$ cat config.mk
export PLATFORM = sky130hd
export DESIGN_NAME = serial_core_top
export DESIGN_NICKNAME = d
export VERILOG_FILES = /design/src/source/serial_core_pkg.sv /design/src/source/serial_core_top.sv /design/src/source/pc_ctrl.sv /design/src/source/serial_alu.sv /design/src/source/imm_decode.sv /design/src/source/instr_decode.sv /design/src/source/core_state.sv
export SDC_FILE = /design/constraint.sdc
export NUM_CORES = 1
export LEC_CHECK = 0
export BUFFER_PORTS_ARGS = -buffer_cell sky130_fd_sc_hd__buf_2
export CORE_ASPECT_RATIO = 1.75
export CORE_MARGIN = 2
export CORE_UTILIZATION = 41
export CTS_CLUSTER_DIAMETER = 50
export DETAILED_ROUTE_END_ITERATION = 10
export PLACE_DENSITY_LB_ADDON = 0.08
export SYNTH_ARGS = -nofsm -noshare
export SYNTH_HDL_FRONTEND = slang
export SYNTH_HIERARCHICAL = 1
export SYNTH_SLANG_ARGS = --single-unit
export TNS_END_PERCENT = 1
$ cat constraint.sdc
create_clock -name clk -period 3.58 [get_ports clk]
set_clock_uncertainty 0.2 [all_clocks]
set_input_delay 0.716 -clock clk [delete_from_list [all_inputs] [get_ports clk]]
set_output_delay 0.716 -clock clk [all_outputs]
set_load 0.05 [all_outputs]
$ cat src/source/serial_core_pkg.sv
package serial_core_pkg;

   // Datapath width and number of execute cycles
   localparam int XLEN   = 32;
   localparam int CNT_W  = 5;
   localparam int REG_AW = 5;

   // Major opcodes of the supported instructions
   localparam logic [6:0] OPC_REG = 7'b0110011;
   localparam logic [6:0] OPC_IMM = 7'b0010011;
   localparam logic [6:0] OPC_LUI = 7'b0110111;
   localparam logic [6:0] OPC_JAL = 7'b1101111;

   typedef enum logic [2:0] {
      ALU_ADD,
      ALU_SUB,
      ALU_AND,
      ALU_OR,
      ALU_XOR
   } alu_op_t;

   typedef enum logic [1:0] {
      IMM_I,
      IMM_U,
      IMM_J
   } imm_fmt_t;

   // Where each destination bit comes from
   typedef enum logic [1:0] {
      RD_ALU,
      RD_IMM,
      RD_LINK
   } rd_src_t;

endpackage
$ cat src/source/serial_core_top.sv
`timescale 1ns/1ps

module serial_core_top
   import serial_core_pkg::*;
#(
   parameter logic [XLEN-1:0] RESET_PC = '0
)
(
   input  logic              clk,
   input  logic              i_rst_n,
   input  logic [XLEN-1:0]   i_ibus_rdt,
   input  logic              i_ibus_ack,
   input  logic              i_rs1_bit,
   input  logic              i_rs2_bit,
   output logic [XLEN-1:0]   o_ibus_adr,
   output logic              o_ibus_cyc,
   output logic [REG_AW-1:0] o_rs1_addr,
   output logic [REG_AW-1:0] o_rs2_addr,
   output logic [REG_AW-1:0] o_rd_addr,
   output logic [CNT_W-1:0]  o_rf_bit,
   output logic              o_rd_wen,
   output logic              o_rd_bit
);

   logic     cnt_en;
   logic     cnt_done;
   logic     rd_we;
   alu_op_t  alu_op;
   logic     op_b_imm;
   imm_fmt_t imm_fmt;
   rd_src_t  rd_src;
   logic     jump;
   logic     imm_bit;
   logic     link_bit;

   core_state state (
      .clk        (clk       ),
      .i_rst_n    (i_rst_n   ),
      .i_ibus_ack (i_ibus_ack),
      .i_rd_we    (rd_we     ),
      .o_ibus_cyc (o_ibus_cyc),
      .o_cnt_en   (cnt_en    ),
      .o_cnt_done (cnt_done  ),
      .o_rd_wen   (o_rd_wen  ),
      .o_cnt      (o_rf_bit  )
   );

   instr_decode decode (
      .clk        (clk       ),
      .i_rst_n    (i_rst_n   ),
      .i_ibus_ack (i_ibus_ack),
      .i_ibus_rdt (i_ibus_rdt),
      .o_rs1_addr (o_rs1_addr),
      .o_rs2_addr (o_rs2_addr),
      .o_rd_addr  (o_rd_addr ),
      .o_alu_op   (alu_op    ),
      .o_op_b_imm (op_b_imm  ),
      .o_imm_fmt  (imm_fmt   ),
      .o_rd_src   (rd_src    ),
      .o_jump     (jump      ),
      .o_rd_we    (rd_we     )
   );

   imm_decode immdec (
      .clk        (clk       ),
      .i_rst_n    (i_rst_n   ),
      .i_ibus_ack (i_ibus_ack),
      .i_ibus_rdt (i_ibus_rdt),
      .i_imm_fmt  (imm_fmt   ),
      .i_cnt_en   (cnt_en    ),
      .o_imm_bit  (imm_bit   )
   );

   serial_alu alu (
      .clk        (clk       ),
      .i_rst_n    (i_rst_n   ),
      .i_cnt_en   (cnt_en    ),
      .i_cnt_done (cnt_done  ),
      .i_rs1_bit  (i_rs1_bit ),
      .i_rs2_bit  (i_rs2_bit ),
      .i_imm_bit  (imm_bit   ),
      .i_link_bit (link_bit  ),
      .i_op_b_imm (op_b_imm  ),
      .i_alu_op   (alu_op    ),
      .i_rd_src   (rd_src    ),
      .o_rd_bit   (o_rd_bit  )
   );

   pc_ctrl #(
      .RESET_PC (RESET_PC)
   ) ctrl (
      .clk        (clk       ),
      .i_rst_n    (i_rst_n   ),
      .i_cnt_en   (cnt_en    ),
      .i_cnt      (o_rf_bit  ),
      .i_jump     (jump      ),
      .i_imm_bit  (imm_bit   ),
      .o_ibus_adr (o_ibus_adr),
      .o_link_bit (link_bit  )
   );

endmodule

$ cat src/source/pc_ctrl.sv
`timescale 1ns/1ps

module pc_ctrl
   import serial_core_pkg::*;
#(
   parameter logic [XLEN-1:0] RESET_PC = '0
)
(
   input  logic             clk,
   input  logic             i_rst_n,
   input  logic             i_cnt_en,
   input  logic [CNT_W-1:0] i_cnt,
   input  logic             i_jump,
   input  logic             i_imm_bit,
   output logic [XLEN-1:0]  o_ibus_adr,
   output logic             o_link_bit
);

   logic [XLEN-1:0] pc_q;
   logic            four_bit;
   logic            c4_q;
   logic            cj_q;
   logic            sum4;
   logic            sumj;
   logic            c4_out;
   logic            cj_out;
   logic            pc_new;

   // Only bit 2 of the constant 4 is set
   assign four_bit = (i_cnt == CNT_W'(2));

   assign sum4   = pc_q[0] ^ four_bit ^ c4_q;
   assign c4_out = (pc_q[0] & four_bit) | (c4_q & (pc_q[0] ^ four_bit));
   assign sumj   = pc_q[0] ^ i_imm_bit ^ cj_q;
   assign cj_out = (pc_q[0] & i_imm_bit) | (cj_q & (pc_q[0] ^ i_imm_bit));
   assign pc_new = i_jump ? sumj : sum4;

   // PC rotates through bit 0 during execute
   always_ff @(posedge clk or negedge i_rst_n) begin
      if (!i_rst_n) begin
         pc_q <= RESET_PC;
         c4_q <= 1'b0;
         cj_q <= 1'b0;
      end else if (i_cnt_en) begin
         pc_q <= {pc_new, pc_q[XLEN-1:1]};
         c4_q <= c4_out;
         cj_q <= cj_out;
      end else begin
         c4_q <= 1'b0;
         cj_q <= 1'b0;
      end
   end

   assign o_ibus_adr = pc_q;
   assign o_link_bit = sum4;

endmodule

$ cat src/source/serial_alu.sv
`timescale 1ns/1ps

module serial_alu
   import serial_core_pkg::*;
(
   input  logic    clk,
   input  logic    i_rst_n,
   input  logic    i_cnt_en,
   input  logic    i_cnt_done,
   input  logic    i_rs1_bit,
   input  logic    i_rs2_bit,
   input  logic    i_imm_bit,
   input  logic    i_link_bit,
   input  logic    i_op_b_imm,
   input  alu_op_t i_alu_op,
   input  rd_src_t i_rd_src,
   output logic    o_rd_bit
);

   logic sub;
   logic op_b;
   logic b_inv;
   logic carry_q;
   logic carry_in;
   logic carry_out;
   logic sum;
   logic result;

   assign sub   = (i_alu_op == ALU_SUB);
   assign op_b  = i_op_b_imm ? i_imm_bit : i_rs2_bit;
   assign b_inv = op_b ^ sub;

   // Carry kept inverted for sub so that it always restarts at zero
   assign carry_in  = carry_q ^ sub;
   assign sum       = i_rs1_bit ^ b_inv ^ carry_in;
   assign carry_out = (i_rs1_bit & b_inv) | (carry_in & (i_rs1_bit ^ b_inv));

   always_ff @(posedge clk or negedge i_rst_n) begin
      if (!i_rst_n) begin
         carry_q <= 1'b0;
      end else if (i_cnt_en) begin
         carry_q <= i_cnt_done ? 1'b0 : (carry_out ^ sub);
      end
   end

   always_comb begin
      case (i_alu_op)
         ALU_AND: result = i_rs1_bit & op_b;
         ALU_OR:  result = i_rs1_bit | op_b;
         ALU_XOR: result = i_rs1_bit ^ op_b;
         default: result = sum;
      endcase
   end

   always_comb begin
      case (i_rd_src)
         RD_IMM:  o_rd_bit = i_imm_bit;
         RD_LINK: o_rd_bit = i_link_bit;
         default: o_rd_bit = result;
      endcase
   end

endmodule

$ cat src/source/imm_decode.sv
`timescale 1ns/1ps

module imm_decode
   import serial_core_pkg::*;
(
   input  logic            clk,
   input  logic            i_rst_n,
   input  logic            i_ibus_ack,
   input  logic [XLEN-1:0] i_ibus_rdt,
   input  imm_fmt_t        i_imm_fmt,
   input  logic            i_cnt_en,
   output logic            o_imm_bit
);

   logic [XLEN-1:0] imm_q;
   logic [XLEN-1:0] imm_fmt_val;
   logic [XLEN-1:0] imm_cur;
   logic            shifting_q;

   // Raw instruction word until the first execute cycle
   always_comb begin
      case (i_imm_fmt)
         IMM_U:   imm_fmt_val = {imm_q[31:12], 12'b0};
         IMM_J:   imm_fmt_val = {{12{imm_q[31]}}, imm_q[19:12], imm_q[20], imm_q[30:21], 1'b0};
         default: imm_fmt_val = {{20{imm_q[31]}}, imm_q[31:20]};
      endcase
   end

   assign imm_cur   = shifting_q ? imm_q : imm_fmt_val;
   assign o_imm_bit = imm_cur[0];

   always_ff @(posedge clk or negedge i_rst_n) begin
      if (!i_rst_n) begin
         shifting_q <= 1'b0;
      end else if (i_ibus_ack) begin
         shifting_q <= 1'b0;
      end else if (i_cnt_en) begin
         shifting_q <= 1'b1;
      end
   end

   always_ff @(posedge clk) begin
      if (i_ibus_ack) begin
         imm_q <= i_ibus_rdt;
      end else if (i_cnt_en) begin
         imm_q <= {imm_cur[XLEN-1], imm_cur[XLEN-1:1]};
      end
   end

endmodule

$ cat src/source/instr_decode.sv
`timescale 1ns/1ps

module instr_decode
   import serial_core_pkg::*;
(
   input  logic              clk,
   input  logic              i_rst_n,
   input  logic              i_ibus_ack,
   input  logic [XLEN-1:0]   i_ibus_rdt,
   output logic [REG_AW-1:0] o_rs1_addr,
   output logic [REG_AW-1:0] o_rs2_addr,
   output logic [REG_AW-1:0] o_rd_addr,
   output alu_op_t           o_alu_op,
   output logic              o_op_b_imm,
   output imm_fmt_t          o_imm_fmt,
   output rd_src_t           o_rd_src,
   output logic              o_jump,
   output logic              o_rd_we
);

   logic [6:0]        opcode_q;
   logic [2:0]        funct3_q;
   logic              funct7_b5_q;
   logic [REG_AW-1:0] rd_q;
   logic [REG_AW-1:0] rs1_q;
   logic [REG_AW-1:0] rs2_q;
   logic              reg_op;
   logic              imm_op;
   logic              lui_op;
   logic              jal_op;
   logic              funct3_ok;
   logic              kept;

   always_ff @(posedge clk or negedge i_rst_n) begin
      if (!i_rst_n) begin
         opcode_q <= '0;
      end else if (i_ibus_ack) begin
         opcode_q <= i_ibus_rdt[6:0];
      end
   end

   always_ff @(posedge clk) begin
      if (i_ibus_ack) begin
         funct3_q    <= i_ibus_rdt[14:12];
         funct7_b5_q <= i_ibus_rdt[30];
         rd_q        <= i_ibus_rdt[11:7];
         rs1_q       <= i_ibus_rdt[19:15];
         rs2_q       <= i_ibus_rdt[24:20];
      end
   end

   assign reg_op = (opcode_q == OPC_REG);
   assign imm_op = (opcode_q == OPC_IMM);
   assign lui_op = (opcode_q == OPC_LUI);
   assign jal_op = (opcode_q == OPC_JAL);

   // Shifts and compares fall out here
   assign funct3_ok = (funct3_q == 3'b000) || (funct3_q == 3'b100) || (funct3_q[2:1] == 2'b11);
   assign kept      = ((reg_op || imm_op) && funct3_ok) || lui_op || jal_op;

   always_comb begin
      case (funct3_q)
         3'b100:  o_alu_op = ALU_XOR;
         3'b110:  o_alu_op = ALU_OR;
         3'b111:  o_alu_op = ALU_AND;
         default: o_alu_op = (reg_op && funct7_b5_q) ? ALU_SUB : ALU_ADD;
      endcase
   end

   assign o_op_b_imm = imm_op;
   assign o_imm_fmt  = jal_op ? IMM_J : (lui_op ? IMM_U : IMM_I);
   assign o_rd_src   = jal_op ? RD_LINK : (lui_op ? RD_IMM : RD_ALU);
   assign o_jump     = jal_op;
   assign o_rd_we    = kept && (rd_q != '0);
   assign o_rd_addr  = rd_q;
   assign o_rs1_addr = rs1_q;
   assign o_rs2_addr = rs2_q;

endmodule

$ cat src/source/core_state.sv
`timescale 1ns/1ps

module core_state
   import serial_core_pkg::*;
(
   input  logic             clk,
   input  logic             i_rst_n,
   input  logic             i_ibus_ack,
   input  logic             i_rd_we,
   output logic             o_ibus_cyc,
   output logic             o_cnt_en,
   output logic             o_cnt_done,
   output logic             o_rd_wen,
   output logic [CNT_W-1:0] o_cnt
);

   logic             exec_q;
   logic [CNT_W-1:0] cnt_q;
   logic             last_bit;

   assign last_bit = (cnt_q == CNT_W'(XLEN - 1));

   // Fetch while idle, then 32 execute cycles
   always_ff @(posedge clk or negedge i_rst_n) begin
      if (!i_rst_n) begin
         exec_q <= 1'b0;
         cnt_q  <= '0;
      end else if (exec_q) begin
         cnt_q <= cnt_q + CNT_W'(1);
         if (last_bit) begin
            exec_q <= 1'b0;
         end
      end else if (i_ibus_ack) begin
         exec_q <= 1'b1;
         cnt_q  <= '0;
      end
   end

   assign o_ibus_cyc = !exec_q;
   assign o_cnt_en   = exec_q;
   assign o_cnt      = cnt_q;
   assign o_cnt_done = exec_q && last_bit;

   // Write strobe only in execute
   assign o_rd_wen   = exec_q && i_rd_we;

endmodule

==> results.yml, run 1 <==
final_layout:
  final_common_cell: "buf_2"
  drive_above_1_share_pct: 44.54
  antennaDiodeCount: 0
  layout_common_cells: "buf_2, edfxtp_1, dfrtp_1"
  syn_to_final_growth_pct: 21.87
  layoutNonFillerInstCount: 581
  fin_area_sq_um: 5753
  nets: 492
floorplan:
  start_util_pct: 42.27
  num_rows: 51
  die_x_microns: 85.12
  die_y_microns: 146.0
  ios: 92
  dieArea_sq_um: 12420
  coreArea_sq_um: 11170
drt:
  vias_per_cell: 5.219
  wl_per_cell_microns: 17.31
  wl_mm: 10.06
  drtAntennaViolNets: 0
  drcViolationCount: 0
  drt_first_pass_iters: 4
  first_iter_violations: 101
  dr_total_vias: 3032
placement:
  dpl_worst_slack_ps: -395.5
  dp.cells: 564
  placed_area_sq_um: 5393
  portBuffers: 91
  routabilityCongestion: 0.8545
  dp_hpwl_mm: 7.233
grt:
  grt_max_degree: 41
  overflow: 0
  grt_pass1_wl_mm: 16.08
  antenna_found_initial: 0
  grt_pass1_vias: 3169
  grt_usage_pct: 16.58
setup_path:
  crit_required_ps: 2660
  setup.worst_path.class: "flip-flop to primary output"
  critical_path.startpoint_type: "flip-flop"
  crit_slowest_cell: "fa_1"
  setup.worst_path.start: "decode/opcode_q[6]$_DFFE_PN0P_"
  worstPathArrival_ps: 3200
  r2r_slack_ps: 870
  worstPathMaxFanout: 4
  path_cells: "or3b_4, nor2_4, inv_2, ha_4, nand2b_4, o21ai_4, mux2i_2, xor2_1, fa_1, o211ai_1, nand2_1, o32ai_4, buf_6"
  slowest_delay_ps: 460
  r2r-start: "decode/opcode_q[6]$_DFFE_PN0P_"
  cp-end-kind: "primary output"
timing:
  final.period_utilization_pct: 115.0
  relSlewSlack_pct: 42.27
  worst_pin_slew_ps: 866.0
  setup_viol_count_final: 1
  fmax_mhz: 242.9
  hold_ws_ps: 280.8
  fin_crit_ps: 4117
  setup_ws_ps: -536.6
  setup-tns-final_ps: -536.6
  rsz0062_at_grt: "yes"
  finalHoldViolCount: 0
  finalMaxSlewViolations: 0
synth:
  avgSynthCellArea_sq_um: 13.88
  syn_area_sq_um: 4721
  synthFlopType: "edfxtp_1"
  syn_inst: 340
  synth_nets: 388
  ys_async_sr_fraction_pct: 49.00
  synth_seq_area_share_pct: 58.42
  synth_seq_cells: 100
  synthDistinctLibCells: 56
  synth_edf_count: 51
  yosys_warnings: 6
cts:
  clockBufferDepth: 2
  root_buffer: "clkbuf_16"
  insertion_delay_ps: 340
  clock_sinks: 100
  cts_tree: "built"
  htreeDepth: 3
  hold_buffers: 0
  clk_pin_slew_ps: 60
  numCtsBuffers: 9
power:
  p_leak_nw: 2.636
  p_per_area_nw_per_um2: 802.4
  worst_ir_drop_vdd_uv: 618.6
job:
  drv_cap: 0
run_status:
  violations: "setup timing"
  status: "complete, but fails checks"
hold_path:
  worstHoldPathType: "input port to asynchronous set/reset pin"
-- what timing repair did --
| action | 4_1_cts | 5_1_grt |
|---|---|---|
| pin swaps | 3 | 0 |
| endpoints found under the setup margin | 1 | 1 |
| resized for setup | 4 | 0 |
| setup buffers | 1 | 0 |
-- path summary, 6_finish.rpt --
kind,cells past startpoint,endpoint
min in group clk,2,ctrl/o_ibus_adr[0]$_DFFE_PN0P_
worst min register to register,2,ctrl/o_ibus_adr[0]$_DFFE_PN0P_
worst min-delay path,1,state/o_cnt[0]$_DFFE_PN0P_
worst max register to register,11,alu/carry_q$_DFFE_PN0P_
worst max-delay path,13,o_rd_bit
max in group asynchronous,2,decode/opcode_q[1]$_DFFE_PN0P_
-- synthesized netlist by cell type, types with 3 or more instances --
| cell | count | share of area, % |
|---|---|---|
| a21oi_1 | 4 | 0.42 |
| a22oi_1 | 11 | 1.7 |
| a2bb2oi_1 | 18 | 3.3 |
| a31oi_1 | 3 | 0.40 |
| and2_1 | 4 | 0.53 |
| buf_2 | 4 | 0.42 |
| buf_4 | 3 | 0.48 |
| buf_6 | 6 | 1.4 |
| clkbuf_1 | 7 | 0.56 |
| dfrtp_1 | 49 | 26 |
| edfxtp_1 | 51 | 32 |
| fa_1 | 3 | 1.3 |
| ha_1 | 8 | 2.1 |
| inv_1 | 16 | 1.3 |
| mux2_2 | 14 | 3.3 |
| mux2_4 | 24 | 7.6 |
| nand2_1 | 21 | 1.7 |
| nand2b_1 | 7 | 0.93 |
| nand3_2 | 10 | 2.1 |
| nor2_1 | 7 | 0.56 |
| o21ai_0 | 13 | 1.4 |
| o21ai_1 | 15 | 1.6 |
-- where the power goes --
part | internal [mW] | total [mW] | switching (mW) | leakage (nW)
clock network | 0.649 | 1.06 | 0.406 | 0.162
logic | 0.637 | 1.78 | 1.14 | 1.32
registers | 1.55 | 1.78 | 0.232 | 1.15
-- final cells by class --
cell class              count  area [sq um]
fillers                   975          5414
clock buffers              14         297.8
repair buffers            115         641.9
well taps                 132         165.2
clock inverters             2         37.54
inverters                  17         66.31
multi-input cells         201          1785
flip-flops and latches    100          2759
-- flip-flops by register name, indices dropped and copies added (netlist names), 3 cells and up --
| signal | cells |
|---|---|
| ctrl/o_ibus_adr | 32 |
| decode/o_rs1_addr | 5 |
| decode/o_rd_addr | 5 |
| state/o_cnt | 5 |
| decode/opcode_q | 7 |
| decode/o_rs2_addr | 5 |
| decode/funct3_q | 3 |
| immdec/imm_q | 32 |
-- stage by stage --
step,utilization [%],total power [mW]
3_3_place_gp,48.29,3.560
4_1_cts,51.52,4.677
5_1_grt,51.52,4.839
6_report,51.52,4.616
2_1_floorplan,-,3.225
3_5_place_dp,48.29,3.583
-- layer usage --
metal	global-route usage, %	part of all wire [%]	vias to the layer above
met1	19.76	40	1493
li1	-	-	1446
met4	7.302	2.4	0
met2	28.63	54	78
met3	3.120	4.1	15
met5	0	0	-
-- kinds of logic (layout without fill, tap and decap cells) --
family | Yosys count | after routing | share of synthesized area, %
AO/OA/AOI/OAI | 77 | 77 | 12.01
buffers and inverters | 39 | 148 | 5.142
multiplexers | 39 | 39 | 11.18
adder cells (fa/ha/maj) | 11 | 11 | 3.393
flip-flops | 100 | 100 | 58.42
XOR/XNOR | 3 | 3 | 0.5567
AND/OR/NAND/NOR | 71 | 71 | 9.303
-- worst max-delay path: cells and delay by family, from the launching register on --
| kind | cells | cell delay (ps) |
|---|---|---|
| fa+ha+maj | 2 | 680 |
| xor+xnor | 1 | 200 |
| buf+inv | 2 | 240 |
| flops | 1 | 390 |
| simple gates | 4 | 760 |
| compound gates | 3 | 400 |
| mux | 1 | 190 |
Power figures use the tool's default switching activity.
==> run 2, diff against run 1 <==
CAP_MARGIN = 20   (was default)
CORE_MARGIN = default   (was 2)
==> run 2 against run 1 <==
Compared with the run above:
- the flow still finishes with violations (setup timing)
- fmax about the same
- sequential share of layout area grew 0.50 points
- via count shrank 0.92%
- setup slack worse by 1.4 ps
- hold slack improved by 14 ps
- core utilization is 0.53 points lower
- critical path type unchanged
- critical path depth stayed put
==> results.yml, run 2 (synthesis gave the netlist of run 1 again) <==
run_status:
  status: "complete, but fails checks"
  violations: "setup timing"
drt:
  wl_per_cell_microns: 17.34
  dr_total_vias: 3004
  drtAntennaViolNets: 0
  drt_first_pass_iters: 4
  wl_mm: 9.990
  drcViolationCount: 0
  vias_per_cell: 5.215
  first_iter_violations: 184
job:
  drv_cap: 0
placement:
  dpl_worst_slack_ps: -404.5
  dp.cells: 560
  portBuffers: 91
  routabilityCongestion: 0.7778
  dp_hpwl_mm: 7.176
final_layout:
  multi_input_area_sq_um: 1794
  layout_common_cells: "buf_2, edfxtp_1, dfrtp_1"
  seq_area_sq_um: 2759
  nets: 487
  layoutNonFillerInstCount: 576
  postLayoutCoreUtil_pct: 50.99
  antennaDiodeCount: 0
  final_common_cell: "buf_2"
  nFillCells: 990
  drive_above_1_share_pct: 43.69
  syn_to_final_growth_pct: 20.62
cts:
  clock_sinks: 100
  clockBufferDepth: 2
  clk_pin_slew_ps: 60
  root_buffer: "clkbuf_16"
  htreeDepth: 3
  hold_buffers: 0
  insertion_delay_ps: 340
  cts_tree: "built"
  postCtsSetupRepairBufs: 0
  numCtsBuffers: 9
floorplan:
  coreArea_sq_um: 11170
  dieArea_sq_um: 11960
  die_y_microns: 144.0
  start_util_pct: 42.27
  die_x_microns: 83.12
  ios: 92
  num_rows: 51
grt:
  antenna_found_initial: 0
  grt_max_degree: 41
  grt_pass1_vias: 3236
  overflow: 0
  grt_pass1_wl_mm: 16.52
  grt_usage_pct: 17.83
power:
  intPower_mw: 2.764
  worst_ir_drop_vdd_uv: 522.2
  p_seq_share_pct: 40.1
  p_per_area_nw_per_um2: 796.6
  p_leak_nw: 2.601
  p_clk_share_pct: 21.7
  p_sw_mw: 1.772
  p_total_mw: 4.536
  power_frac_comb_pct: 38.2
  p_sw_share_pct: 39.07
timing:
  worst_pin_slew_ps: 873.3
  setup_ws_ps: -537.9
  fin_crit_ps: 4118
  relSlewSlack_pct: 41.78
  rsz0062_at_grt: "yes"
  setup_viol_count_final: 1
  final.period_utilization_pct: 115.0
  fmax_mhz: 242.8
  finalHoldViolCount: 0
  finalMaxSlewViolations: 0
setup_path:
  crit_required_ps: 2660
  worstPathArrival_ps: 3200
  crit_slowest_cell: "fa_1"
  r2r-start: "decode/opcode_q[6]$_DFFE_PN0P_"
  reg2reg_depth: 11
  worstPathMaxFanout: 4
  path_cells: "or3b_4, nor2_4, inv_2, ha_4, nand2b_4, o21ai_4, mux2i_4, xor2_1, fa_1, nand2b_1, a21oi_2, o32ai_4, buf_6"
  setup.worst_path.class: "flip-flop to primary output"
  cp-end-kind: "primary output"
  slowest_delay_ps: 460
  setup.worst_path.start: "decode/opcode_q[6]$_DFFE_PN0P_"
  critical_path.startpoint_type: "flip-flop"
  r2r_slack_ps: 840
  r2r-end: "alu/carry_q$_DFFE_PN0P_"
hold_path:
  worstHoldPathType: "input port to asynchronous set/reset pin"
[run 2: cell count changes in the layout (fill, tap and decap cells not counted), sizes merged]
cell / change
clkinv: +1
clkinvlp: -1
buf: -5
inv: +1
clkbuf: -1
[run 2: what timing repair did]
action / CTS / global route
setup endpoints to repair: 1 / 1
gates resized for setup: 4 / 1
pin swaps: 5 / 0
[run 2: per-layer routing]
metal / track usage, % / share of wire (%) / wire length, microns
met1: 20.74 / 41 / 4059
met4: 6.261 / 1.4 / 136
met3: 3.733 / 3.6 / 358
met2: 32.36 / 54 / 5435
met5: 0 / 0 / 0
[run 2: layout make-up]
class | instances | share of cell area [%]
sequential | 100 | 48.45
inverter | 17 | 1.165
clock inverter | 3 | 0.7910
timing repair buffer | 110 | 10.61
clock buffer | 13 | 4.570
tap | 132 | 2.900
multi-input combinational | 201 | 31.51
[run 2: power groups by stage]
stage,clock (mW),combinational [mW],sequential (mW)
6_report,0.986,1.73,1.82
5_1_grt,1.06,1.85,1.87
4_1_cts,1.01,1.75,1.83
3_5_place_dp,0,1.73,1.84
3_3_place_gp,0,1.71,1.84
2_1_floorplan,0,0.889,2.34
[run 2: worst max-delay path, delay by kind of cell (launching register included)]
family          cells  cell delay, ps
mux                 1             100
flops               1             400
compound gates      3             490
buf+inv             2             240
xor+xnor            1             160
fa+ha+maj           2             730
simple gates        4             740
[run 2: per-stage QoR]
step / setup TNS [ps] / area (sq um) / hold slack, ps
global route: -712.1 / 5694 / 352.5
finish: -537.9 / 5694 / 295.3
global placement: -347.5 / 5363 / 299.5
CTS: -573.5 / 5685 / 329.7
detailed placement: -404.5 / 5363 / 319.9
floorplan: -466.0 / 4781 / 220.4
[run 2: how the worst max path moves through the flow]
stage	endpoint	slack (ps)	depth (start not counted)
floorplan	o_rd_bit	-470	13
global route	o_rd_bit	-710	13
detailed placement	o_rd_bit	-400	13
finish	o_rd_bit	-540	13
CTS	o_rd_bit	-570	13
global placement	o_rd_bit	-350	13
==> run 3, diff against run 2 <==
BUFFER_PORTS_ARGS = -buffer_cell sky130_fd_sc_hd__buf_4   (was -buffer_cell sky130_fd_sc_hd__buf_2)
CTS_BUF_LIST = sky130_fd_sc_hd__clkbuf_8   (was default)
clock period = 5.3 ns   (was 3.58 ns; I/O delays follow)
==> run 3 against run 2 <==
Compared with the run above:
- the flow now finishes without violations
- flip-flop and latch count unchanged
- clock power decreased by 52%
- critical path depth is the same
==> results.yml, run 3 (synthesis gave the netlist of run 1 again) <==
run_status:
  status: "finished, final reports clean"
grt:
  grt_pass1_wl_mm: 15.53
  grt_pass1_vias: 3078
  grt_use_met1_pct: 19.43
  grt_max_degree: 60
  grt_usage_pct: 16.83
  use_met2_pct: 28.99
  overflow: 0
  grtUsageMet3_pct: 3.331
  grt-busiest-layer: "met2"
  antenna_found_initial: 0
power:
  p_leak_nw: 2.512
  p_per_area_nw_per_um2: 518.3
  worst_ir_drop_vdd_uv: 372.1
floorplan:
  dieArea_sq_um: 11960
  num_rows: 51
  die_x_microns: 83.12
  ios: 92
  coreArea_sq_um: 11170
  die_y_microns: 144.0
  start_util_pct: 42.27
setup_path:
  critical_path.startpoint_type: "flip-flop"
  crit_required_ps: 4040
  worstPathMaxFanout: 6
  setup.worst_path.class: "flip-flop to primary output"
  cp-end-kind: "primary output"
  worstPathArrival_ps: 3740
job:
  drv_cap: 0
final_layout:
  syn_to_final_growth_pct: 19.06
  layout_common_cells: "buf_4, edfxtp_1, dfrtp_1"
  final_common_cell: "buf_4"
  nets: 471
  antennaDiodeCount: 0
  nFillCells: 992
  drive_above_1_share_pct: 40.19
cts:
  cts_resized: 0
  clock_sinks: 100
  cts_tree: "built"
  insertion_delay_ps: 350
  numCtsBuffers: 9
  clockBufferDepth: 2
  clk_pin_slew_ps: 90
  root_buffer: "clkbuf_8"
  postCtsSetupRepairBufs: 0
  hold_buffers: 0
  htreeDepth: 3
timing:
  fin_crit_ps: 5002
  final.period_utilization_pct: 94.38
  worst_pin_slew_ps: 785.2
  fmax_mhz: 199.9
  finalHoldViolCount: 0
  rsz0062_at_grt: "no"
  finalMaxSlewViolations: 0
  hold_ws_ps: 330.3
  setup-tns-final_ps: 0
  relSlewSlack_pct: 47.41
  setup_viol_count_final: 0
drt:
  wl_mm: 9.615
  drt_first_pass_iters: 4
  wl_per_cell_microns: 17.17
  drtAntennaViolNets: 0
  first_iter_violations: 170
  vias_per_cell: 5.270
  dr_total_vias: 2951
  drcViolationCount: 0
placement:
  portBuffers: 91
  dp_hpwl_mm: 6.772
  routabilityCongestion: 0.8240
hold_path:
  worstHoldPathType: "flip-flop to flip-flop"
[run 3: cell count changes in the layout (fill, tap and decap cells not counted), moves of 8 or more]
cell	previous run	this run
buf_2	90	0
buf_4	19	94
clkbuf_8	2	10
clkbuf_16	9	0
[run 3: layout make-up]
| class | count | area [sq um] | share of cell area (%) |
|---|---|---|---|
| Timing Repair Buffer | 94 | 705.7 | 12.56 |
| Sequential cell | 100 | 2759 | 49.09 |
| Clock buffer | 10 | 137.6 | 2.449 |
| Tap cell | 132 | 165.2 | 2.939 |
| Clock inverter | 6 | 55.05 | 0.9795 |
| Multi-Input combinational cell | 201 | 1732 | 30.81 |
| Inverter | 17 | 66.31 | 1.180 |
[run 3: per-layer routing]
metal,vias up,wire [microns]
li1,1409,-
met1,1447,3874
met2,79,5004
met3,16,421
met4,0,315
met5,-,0
[run 3: per-stage QoR]
step	instance area, sq um	cells	power, mW	utilization [%]	setup slack (ps)
2_1_floorplan	4728	340	2.165	-	455.6
3_3_place_gp	5424	544	2.457	48.57	707.5
3_5_place_dp	5424	544	2.468	48.57	589.9
4_1_cts	5617	560	2.958	50.30	180.1
5_1_grt	5620	560	3.068	50.33	15.20
6_report	5620	560	2.913	50.33	297.7
[run 3: where the power goes]
| part | internal, mW | switching, mW |
|---|---|---|
| Clock | 0.227 | 0.249 |
| Sequential | 1.05 | 0.169 |
| Combinational | 0.479 | 0.742 |
[run 3: worst max-delay path, stage by stage, from the launching register on]
cell and delay [ps]:
dfrtp_1 400, or3b_4 440, nor2_1 250, inv_1 80
ha_1 390, nand2b_1 100, o21ai_1 250, mux2i_2 160
xor2_1 190, fa_1 470, o211ai_1 130, nand2_1 100
o32ai_2 210, buf_4 240
[run 3: path summary, 6_finish.rpt]
check | from | to | slack (ps) | depth (start not counted)
setup / recovery | decode/opcode_q[6]$_DFFE_PN0P_ | o_rd_bit | 300 | 13
hold / removal | ctrl/o_ibus_adr[1]$_DFFE_PN0P_ | ctrl/o_ibus_adr[0]$_DFFE_PN0P_ | 330 | 2
setup reg to reg | decode/opcode_q[6]$_DFFE_PN0P_ | alu/carry_q$_DFFE_PN0P_ | 2070 | 11
hold reg to reg | ctrl/o_ibus_adr[1]$_DFFE_PN0P_ | ctrl/o_ibus_adr[0]$_DFFE_PN0P_ | 330 | 2
max in group asynchronous | i_rst_n | state/o_cnt_en$_DFF_PN0_ | 3960 | 1
min in group asynchronous | i_rst_n | state/o_cnt[2]$_DFFE_PN0P_ | 500 | 1
